**src/uart_bridge_pkg.sv**
```systemverilog
`default_nettype none

package uart_bridge_pkg;

	////////////////////////////////////////
	// Serial timing
	////////////////////////////////////////

	// Clocks between two oversampling ticks
	localparam int clks_per_tick = 4;

	// Oversampling ticks per serial bit
	localparam int ticks_per_bit = 16;

	// Payload bits per frame, 8N1
	localparam int data_bits = 8;

	////////////////////////////////////////
	// Register file and command set
	////////////////////////////////////////

	// Addressable registers, 4-bit address
	localparam int reg_count = 16;

	// Opcodes in bits 7..6 of the command byte
	localparam logic [1:0] op_write = 2'b00;
	localparam logic [1:0] op_read  = 2'b01;
	localparam logic [1:0] op_add   = 2'b10;
	localparam logic [1:0] op_bad   = 2'b11;

	// Response for any rejected command
	localparam logic [7:0] err_code = 8'hEE;

endpackage

`default_nettype wire
```
**src/uart_bridge.sv**
```systemverilog
`timescale 1ns/1ps
`default_nettype none

module uart_bridge (
	input wire clk,
	input wire arst_n,
	input wire rx,
	output logic tx
);

	logic tick;

	// Receiver to decode
	logic [7:0] rx_data;
	logic rx_valid;

	// Decode to execute
	logic [1:0] cmd_op;
	logic [3:0] cmd_addr;
	logic [7:0] cmd_data;
	logic cmd_req;
	logic cmd_ack;

	// Execute to result
	logic [7:0] res_data;
	logic res_req;
	logic res_ack;

	// Result to transmitter
	logic [7:0] tx_data;
	logic tx_start;
	logic tx_done;

	////////////////////////////////////////
	// Datapath chain
	////////////////////////////////////////

	baud_tick_gen baud_tick_gen_inst (
		.clk    (clk),
		.arst_n (arst_n),
		.tick   (tick)
	);

	uart_rx uart_rx_inst (
		.clk      (clk),
		.arst_n   (arst_n),
		.tick     (tick),
		.rx       (rx),
		.rx_data  (rx_data),
		.rx_valid (rx_valid)
	);

	cmd_decode cmd_decode_inst (
		.clk      (clk),
		.arst_n   (arst_n),
		.rx_data  (rx_data),
		.rx_valid (rx_valid),
		.cmd_op   (cmd_op),
		.cmd_addr (cmd_addr),
		.cmd_data (cmd_data),
		.cmd_req  (cmd_req),
		.cmd_ack  (cmd_ack)
	);

	reg_execute reg_execute_inst (
		.clk      (clk),
		.arst_n   (arst_n),
		.cmd_op   (cmd_op),
		.cmd_addr (cmd_addr),
		.cmd_data (cmd_data),
		.cmd_req  (cmd_req),
		.cmd_ack  (cmd_ack),
		.res_data (res_data),
		.res_req  (res_req),
		.res_ack  (res_ack)
	);

	result_encode result_encode_inst (
		.clk      (clk),
		.arst_n   (arst_n),
		.res_data (res_data),
		.res_req  (res_req),
		.res_ack  (res_ack),
		.tx_data  (tx_data),
		.tx_start (tx_start),
		.tx_done  (tx_done)
	);

	uart_tx uart_tx_inst (
		.clk      (clk),
		.arst_n   (arst_n),
		.tick     (tick),
		.tx_data  (tx_data),
		.tx_start (tx_start),
		.tx_done  (tx_done),
		.tx       (tx)
	);

endmodule

`default_nettype wire

```
**src/uart_tx.sv**
```systemverilog
`timescale 1ns/1ps
`default_nettype none

module uart_tx (
	input wire clk,
	input wire arst_n,
	input wire tick,
	input wire [7:0] tx_data,
	input wire tx_start,
	output logic tx_done,
	output logic tx
);

	typedef enum logic [2:0] {s_idle, s_start, s_wait, s_send, s_stop} state_t;

	state_t state;
	state_t next_state;
	logic [3:0] tick_cnt;
	logic [3:0] bit_idx;
	logic [7:0] shift_reg;
	logic bit_end;

	// Last tick of the current bit
	assign bit_end = tick && tick_cnt == 4'(uart_bridge_pkg::ticks_per_bit - 2);

	////////////////////////////////////////
	// State register and next state
	////////////////////////////////////////

	always_ff @(posedge clk or negedge arst_n)
	begin
		if (!arst_n)
			state <= s_idle;
		else
			state <= next_state;
	end

	always_comb
	begin
		next_state = state;
		case (state)
			s_idle:
				if (tx_start)
					next_state = s_start;
			s_start, s_send, s_stop:
				if (tick)
					next_state = s_wait;
			s_wait:
				if (bit_end)
				begin
					if (bit_idx < 4'(uart_bridge_pkg::data_bits))
						next_state = s_send;
					else if (bit_idx == 4'(uart_bridge_pkg::data_bits))
						next_state = s_stop;
					else
						next_state = s_idle;
				end
			default:
				next_state = s_idle;
		endcase
	end

	////////////////////////////////////////
	// Output registers
	////////////////////////////////////////

	always_ff @(posedge clk or negedge arst_n)
	begin
		if (!arst_n)
		begin
			tx <= 1'b1;
			tx_done <= 1'b1;
			tick_cnt <= '0;
			bit_idx <= '0;
		end
		else if (tick)
		begin
			case (state)
				// Start bit opens on a tick
				s_start:
				begin
					tx <= 1'b0;
					tx_done <= 1'b0;
					tick_cnt <= '0;
					bit_idx <= '0;
				end
				s_wait:
				begin
					tick_cnt <= tick_cnt + 4'd1;
					// End of stop bit
					if (bit_end && bit_idx > 4'(uart_bridge_pkg::data_bits))
						tx_done <= 1'b1;
				end
				s_send:
				begin
					tx <= shift_reg[0];
					bit_idx <= bit_idx + 4'd1;
					tick_cnt <= '0;
				end
				s_stop:
				begin
					tx <= 1'b1;
					bit_idx <= bit_idx + 4'd1;
					tick_cnt <= '0;
				end
				default:
					tx <= 1'b1;
			endcase
		end
	end

	// Byte loaded at start, LSB first out
	always_ff @(posedge clk)
	begin
		if (state == s_idle && tx_start)
			shift_reg <= tx_data;
		else if (state == s_send && tick)
			shift_reg <= {1'b0, shift_reg[7:1]};
	end

endmodule

`default_nettype wire

```
**src/result_encode.sv**
```systemverilog
`timescale 1ns/1ps
`default_nettype none

module result_encode (
	input wire clk,
	input wire arst_n,
	input wire [7:0] res_data,
	input wire res_req,
	output logic res_ack,
	output logic [7:0] tx_data,
	output logic tx_start,
	input wire tx_done
);

	typedef enum logic [1:0] {s_idle, s_wait_busy, s_wait_done, s_ack} state_t;

	state_t state;
	logic launch;

	// New result and transmitter free
	assign launch = (state == s_idle) && res_req && tx_done;

	always_ff @(posedge clk or negedge arst_n)
	begin
		if (!arst_n)
		begin
			state <= s_idle;
			tx_start <= 1'b0;
			res_ack <= 1'b0;
		end
		else
		begin
			// Single clock start pulse
			tx_start <= launch;
			case (state)
				s_idle:
					if (launch)
						state <= s_wait_busy;
				// Transmitter has taken the byte
				s_wait_busy:
					if (!tx_done)
						state <= s_wait_done;
				// Stop bit finished
				s_wait_done:
					if (tx_done)
					begin
						res_ack <= 1'b1;
						state <= s_ack;
					end
				s_ack:
					if (!res_req)
					begin
						res_ack <= 1'b0;
						state <= s_idle;
					end
				default:
					state <= s_idle;
			endcase
		end
	end

	// Byte held for the whole frame
	always_ff @(posedge clk)
	begin
		if (launch)
			tx_data <= res_data;
	end

endmodule

`default_nettype wire

```
**src/reg_execute.sv**
```systemverilog
`timescale 1ns/1ps
`default_nettype none

module reg_execute (
	input wire clk,
	input wire arst_n,
	input wire [1:0] cmd_op,
	input wire [3:0] cmd_addr,
	input wire [7:0] cmd_data,
	input wire cmd_req,
	output logic cmd_ack,
	output logic [7:0] res_data,
	output logic res_req,
	input wire res_ack
);

	typedef enum logic [1:0] {s_idle, s_busy, s_release} state_t;

	state_t state;
	logic [7:0] regs [uart_bridge_pkg::reg_count];
	logic [7:0] cur_val;
	logic [7:0] sum_val;
	logic accept;

	always_comb
	begin
		cur_val = regs[cmd_addr];
		// 8-bit add wraps modulo 256
		sum_val = cur_val + cmd_data;
		// Previous result fully released first
		accept = (state == s_idle) && cmd_req && !cmd_ack;
	end

	////////////////////////////////////////
	// Register file
	////////////////////////////////////////

	always_ff @(posedge clk or negedge arst_n)
	begin
		if (!arst_n)
		begin
			for (int i = 0; i < uart_bridge_pkg::reg_count; i++)
				regs[i] <= '0;
		end
		else if (accept)
		begin
			if (cmd_op == uart_bridge_pkg::op_write)
				regs[cmd_addr] <= cmd_data;
			else if (cmd_op == uart_bridge_pkg::op_add)
				regs[cmd_addr] <= sum_val;
		end
	end

	// Response byte per opcode
	always_ff @(posedge clk)
	begin
		if (accept)
		begin
			case (cmd_op)
				uart_bridge_pkg::op_write: res_data <= cmd_data;
				uart_bridge_pkg::op_read:  res_data <= cur_val;
				uart_bridge_pkg::op_add:   res_data <= sum_val;
				default:                   res_data <= uart_bridge_pkg::err_code;
			endcase
		end
	end

	////////////////////////////////////////
	// Both handshakes
	////////////////////////////////////////

	always_ff @(posedge clk or negedge arst_n)
	begin
		if (!arst_n)
		begin
			state <= s_idle;
			cmd_ack <= 1'b0;
			res_req <= 1'b0;
		end
		else
		begin
			// Ack follows decode's req down
			if (cmd_ack && !cmd_req)
				cmd_ack <= 1'b0;
			case (state)
				s_idle:
					if (accept)
					begin
						cmd_ack <= 1'b1;
						res_req <= 1'b1;
						state <= s_busy;
					end
				s_busy:
					if (res_ack)
					begin
						res_req <= 1'b0;
						state <= s_release;
					end
				s_release:
					if (!res_ack)
						state <= s_idle;
				default:
					state <= s_idle;
			endcase
		end
	end

endmodule

`default_nettype wire

```
**src/cmd_decode.sv**
```systemverilog
`timescale 1ns/1ps
`default_nettype none

module cmd_decode (
	input wire clk,
	input wire arst_n,
	input wire [7:0] rx_data,
	input wire rx_valid,
	output logic [1:0] cmd_op,
	output logic [3:0] cmd_addr,
	output logic [7:0] cmd_data,
	output logic cmd_req,
	input wire cmd_ack
);

	typedef enum logic [1:0] {s_wait_cmd, s_wait_data, s_request, s_release} state_t;

	state_t state;
	logic [1:0] op_in;
	logic bad_in;

	// Classify the incoming byte as a command
	always_comb
	begin
		op_in = rx_data[7:6];
		// Reserved bits set, or opcode 11
		bad_in = (rx_data[5:4] != 2'b00) || (op_in == uart_bridge_pkg::op_bad);
	end

	////////////////////////////////////////
	// Frame assembly and request
	////////////////////////////////////////

	always_ff @(posedge clk or negedge arst_n)
	begin
		if (!arst_n)
		begin
			state <= s_wait_cmd;
			cmd_req <= 1'b0;
		end
		else
		begin
			case (state)
				s_wait_cmd:
					if (rx_valid)
					begin
						// Only a legal write or add carries data
						if (bad_in || op_in == uart_bridge_pkg::op_read)
						begin
							cmd_req <= 1'b1;
							state <= s_request;
						end
						else
							state <= s_wait_data;
					end
				s_wait_data:
					if (rx_valid)
					begin
						cmd_req <= 1'b1;
						state <= s_request;
					end
				// Bytes seen here are dropped
				s_request:
					if (cmd_ack)
					begin
						cmd_req <= 1'b0;
						state <= s_release;
					end
				s_release:
					if (!cmd_ack)
						state <= s_wait_cmd;
				default:
					state <= s_wait_cmd;
			endcase
		end
	end

	// Payload captured as the bytes arrive
	always_ff @(posedge clk)
	begin
		if (state == s_wait_cmd && rx_valid)
		begin
			cmd_op <= bad_in ? uart_bridge_pkg::op_bad : op_in;
			cmd_addr <= rx_data[3:0];
		end
		if (state == s_wait_data && rx_valid)
			cmd_data <= rx_data;
	end

endmodule

`default_nettype wire

```
**src/uart_rx.sv**
```systemverilog
`timescale 1ns/1ps
`default_nettype none

module uart_rx (
	input wire clk,
	input wire arst_n,
	input wire tick,
	input wire rx,
	output logic [7:0] rx_data,
	output logic rx_valid
);

	typedef enum logic [1:0] {s_idle, s_start, s_data, s_stop} state_t;

	state_t state;
	logic rx_meta;
	logic rx_sync;
	logic [3:0] tick_cnt;
	logic [2:0] bit_idx;
	logic [7:0] shift_reg;

	////////////////////////////////////////
	// Input synchronizer
	////////////////////////////////////////

	// Line idles high, so reset to 1
	always_ff @(posedge clk or negedge arst_n)
	begin
		if (!arst_n)
		begin
			rx_meta <= 1'b1;
			rx_sync <= 1'b1;
		end
		else
		begin
			rx_meta <= rx;
			rx_sync <= rx_meta;
		end
	end

	////////////////////////////////////////
	// Frame FSM
	////////////////////////////////////////

	always_ff @(posedge clk or negedge arst_n)
	begin
		if (!arst_n)
		begin
			state <= s_idle;
			tick_cnt <= '0;
			bit_idx <= '0;
			rx_valid <= 1'b0;
		end
		else
		begin
			// Strobe lasts one clock
			rx_valid <= 1'b0;
			if (tick)
			begin
				case (state)
					s_idle:
						// Falling edge seen
						if (!rx_sync)
						begin
							tick_cnt <= '0;
							state <= s_start;
						end
					s_start:
						// Middle of start bit, still low or a glitch
						if (tick_cnt == 4'(uart_bridge_pkg::ticks_per_bit / 2 - 1))
						begin
							tick_cnt <= '0;
							bit_idx <= '0;
							state <= rx_sync ? s_idle : s_data;
						end
						else
							tick_cnt <= tick_cnt + 4'd1;
					s_data:
						if (tick_cnt == 4'(uart_bridge_pkg::ticks_per_bit - 1))
						begin
							tick_cnt <= '0;
							bit_idx <= bit_idx + 3'd1;
							if (bit_idx == 3'(uart_bridge_pkg::data_bits - 1))
								state <= s_stop;
						end
						else
							tick_cnt <= tick_cnt + 4'd1;
					s_stop:
						if (tick_cnt == 4'(uart_bridge_pkg::ticks_per_bit - 1))
						begin
							// Low stop bit, drop the byte quietly
							rx_valid <= rx_sync;
							tick_cnt <= '0;
							state <= s_idle;
						end
						else
							tick_cnt <= tick_cnt + 4'd1;
					default:
						state <= s_idle;
				endcase
			end
		end
	end

	// Data path, LSB arrives first
	always_ff @(posedge clk)
	begin
		if (tick && state == s_data && tick_cnt == 4'(uart_bridge_pkg::ticks_per_bit - 1))
			shift_reg <= {rx_sync, shift_reg[7:1]};
		// Hand the byte over together with the strobe
		if (tick && state == s_stop && tick_cnt == 4'(uart_bridge_pkg::ticks_per_bit - 1))
			rx_data <= shift_reg;
	end

endmodule

`default_nettype wire

```
**src/baud_tick_gen.sv**
```systemverilog
`timescale 1ns/1ps
`default_nettype none

module baud_tick_gen (
	input wire clk,
	input wire arst_n,
	output logic tick
);

	// Free running divider, 2 bits cover clks_per_tick
	logic [1:0] div_cnt;

	always_ff @(posedge clk or negedge arst_n)
	begin
		if (!arst_n)
		begin
			div_cnt <= '0;
			tick <= 1'b0;
		end
		else
		begin
			// Wrap and pulse once per period
			if (div_cnt == 2'(uart_bridge_pkg::clks_per_tick - 1))
			begin
				div_cnt <= '0;
				tick <= 1'b1;
			end
			else
			begin
				div_cnt <= div_cnt + 2'd1;
				tick <= 1'b0;
			end
		end
	end

endmodule

`default_nettype wire

```
**config.mk**
```make
export PLATFORM = sky130hd
export DESIGN_NAME = uart_bridge
export DESIGN_NICKNAME = d
export VERILOG_FILES = /design/src/uart_bridge_pkg.sv /design/src/uart_bridge.sv /design/src/uart_tx.sv /design/src/result_encode.sv /design/src/reg_execute.sv /design/src/cmd_decode.sv /design/src/uart_rx.sv /design/src/baud_tick_gen.sv
export SDC_FILE = /design/constraint.sdc
export NUM_CORES = 1
export LEC_CHECK = 0
export BUFFER_PORTS_ARGS = -buffer_cell sky130_fd_sc_hd__buf_2
export CORE_AREA = 4 4 111 219
export DETAILED_ROUTE_END_ITERATION = 6
export DIE_AREA = 0 0 115 223
export GPL_ROUTABILITY_DRIVEN = 1
export MAX_ROUTING_LAYER = met4
export PLACE_DENSITY = 0.63
export SYNTH_ARGS = -nofsm -noshare
export SYNTH_HDL_FRONTEND = slang
export SYNTH_SLANG_ARGS = --single-unit
```
**constraint.sdc**
```tcl
create_clock -name clk -period 4.85 [get_ports clk]
set_input_delay 0.2425 -clock clk [delete_from_list [all_inputs] [get_ports clk]]
set_output_delay 0.2425 -clock clk [all_outputs]
set_load 0.05 [all_outputs]
```
==> qor.yml <==
netlist_top_cells_area: "dfrtp_1 40%, edfxtp_1 16%, mux4_2 8.9%, o21ai_0 6.4%, nand2_1 5.4%"
synth_top_family_by_area: "multiplexers"
nNetsFinal: 890
yosysMostFrequentCell: "dfrtp_1"
status: "complete, no violations"
hp-class: "primary input to async pin"
diodes: 0
ctsResizeCount: 0
clkTransAtPathRegs_ns: 0.07
rsz0062_at_grt: "false"
areaGrowthSynthToFinish_pct: 11.0
syn_nets: 893
synth-compound-area-share_pct: 11.4
top_register: "reg_execute_inst.regs"
p_int_uw: 3090
cap_violations: 0
core_um2: 22600
die_y_um: 223
ys_ff_latch: 221
wl_per_cell_um: 19.7
post_cts_buffers: 0
routed_wl_um: 22700
cts-root-buf: "clkbuf_16"
synth_area_um2: 10100
critPathKind: "register to register"
finalClockSkew_ns: 0.0116
synth_top_area_share_pct: 40.5
finish.instance_area_um2: 11200
drive_gt1_share_pct: 14.4
drtPass1Iterations: 5
p_per_area_nw_per_um2: 348
async_flop_share_pct: 75.6
antenna_found_initial: 0
p_sw_share_pct: 20.8
synthXorXnorAreaFrac_pct: 0.707
rows: 78
ir_drop_uv: 328
design.portCount: 4
grt_pass1_wl_um: 36400
hpwl_um: 16000
fillers: 2039
cp_data_arrival_time_ns: 4.28
synth-edff-count: 54
numPortBuffers: 3
min_period_ns: 3.91
largest_reg_flops: 128
fp.dieArea_um2: 25600
synth_top_cell_by_area: "dfrtp_1"
clk_latency_ns: 0.51
start_util_pct: 44.5
num_vias: 6486
worst-path-max-fanout: 36
fmax_ghz: 0.256
grt.total_usage_pct: 18.8
setup_tns_ns: 0
cts_sinks: 221
yosys-top-cells-count: "163 x dfrtp_1, 146 x nand2_1, 129 x o21ai_0"
synth-simple-area-share_pct: 11.0
htree_levels: 1
cts_buffer_depth: 3
slew_headroom_pct: 32.9
synth_ff_type: "dfrtp_1"
p_seq_share_pct: 49.4
clockPowerShare_pct: 47.3
multi_input_area_um2: 4000
cts_tree: "done"
setup_viol: 0
place_area_um2: 10400
startpoint_type: "register"
ant_nets: 0
postCtsHoldBufs: 2
end_kind: "register"
finalMaxSlewViolations: 0
gp_congestion: 0.851
finalCritPeriodShare_pct: 80.6
vias_per_cell: 5.64
drt_iter0_markers: 587
dieWidth_um: 115
worstMarginPinSlew_ns: 1.01
hold_viol_final: 0
grt_pass1_vias: 6663
synth_cell_type_count: 51
p_leak_uw: 0.00466
ys_seq_area_share_pct: 57.6
p_sw_uw: 809
grt_start_max_net_pins: 67
pwr-share-comb_pct: 3.3
yosys_warnings: 0
required_ns: 5.22
ff_latch_area_um2: 5810
synth.mux.area_fraction_pct: 12.6
reg2reg_depth: 11
drc: 0
syn_area_per_cell_um2: 11.7
cts_buffers: 20
synth-adder-area-share_pct: 3.92
synth_cells: 859
timing.hold.ws_ns: 0.297
grt-ovfl-total: 0
[critical path, stage by stage (launching register included)]
cell and delay [ns]:
edfxtp_1 0.38, buf_12 0.27, mux4_2 0.54, mux4_2 0.51
ha_1 0.31, a211oi_1 0.25, o21ai_0 0.18, a221o_1 0.34
xnor2_1 0.18, nor2_1 0.13, xnor2_4 0.46, o21ai_1 0.13
[cells by family after synthesis]
| logic type | after synthesis |
|---|---|
| mux | 74 |
| fa+ha+maj | 31 |
| xor+xnor | 6 |
| simple gates | 249 |
| buf+inv | 70 |
| flops | 221 |
| compound gates | 208 |
[worst paths after layout]
kind                                                  end  slack, ns                         from
worst min register to register       uart_rx_inst.rx_sync       0.36         uart_rx_inst.rx_meta
worst min-delay path            reg_execute_inst.state[1]       0.30                       arst_n
worst max-delay path            reg_execute_inst.regs[23]       0.94  cmd_decode_inst.cmd_addr[0]
worst max register to register  reg_execute_inst.regs[23]       0.94  cmd_decode_inst.cmd_addr[0]
min in group clk                     uart_rx_inst.rx_sync       0.36         uart_rx_inst.rx_meta
max in group asynchronous       reg_execute_inst.regs[37]       3.41                       arst_n
[power by group through the flow]
stage / Sequential, uW / Combinational (uW) / Clock [uW]
CTS: 1930 / 132 / 1880
detailed placement: 1960 / 131 / 0
global placement: 1960 / 130 / 0
finish: 1930 / 129 / 1840
global route: 1930 / 152 / 1960
floorplan: 1960 / 75.9 / 0
[cells in the final DEF, fill, tap and decap left out, types with 5 or more instances in the layout]
cell and n:
dfrtp_1 163, nand2_1 146, o21ai_0 129, edfxtp_1 54, mux4_2 40, ha_1 30
nor2_1 28, mux2_2 26, inv_1 23, a21oi_1 23, nand3_1 21, clkbuf_16 21
o21ai_1 17, buf_4 14, nor3_1 9, and3_1 8, mux2i_1 8, a21o_1 7
nand2b_1 6, nor2b_1 6, nand4_1 6, a22o_1 6, bufinv_16 6, o22ai_1 5
a22oi_1 5
[metrics by stage]
stage / setup WS, ns / std cells / utilization [%] / power (uW)
after detailed placement: 0.922 / 1112 / 46.0 / 2090
after global routing: 0.709 / 1150 / 49.4 / 4040
after CTS: 0.898 / 1150 / 49.4 / 3940
after global placement: 0.922 / 1112 / 46.0 / 2090
after floorplan: 1.24 / 859 / - / 2040
final: 0.941 / 1150 / 49.4 / 3900
[routing by layer]
| metal | GRT usage, % | vias up | part of all wire [%] |
|---|---|---|---|
| li1 | - | 3089 | - |
| met1 | 20.1 | 3225 | 36 |
| met2 | 34.5 | 122 | 57 |
| met3 | 2.12 | 50 | 3.0 |
| met4 | 8.00 | 0 | 4.0 |
| met5 | - | - | 0 |
[final cells by class]
| class | instances | area share [%] |
|---|---|---|
| Sequential cell | 221 | 51.9 |
| Multi-Input combinational cell | 568 | 35.7 |
| Clock buffer | 25 | 5.01 |
| Tap cell | 280 | 3.13 |
| Clock inverter | 11 | 1.80 |
| Timing Repair Buffer | 21 | 1.67 |
| Inverter | 24 | 0.805 |
Note: power is estimated with default switching activity, not from simulation.
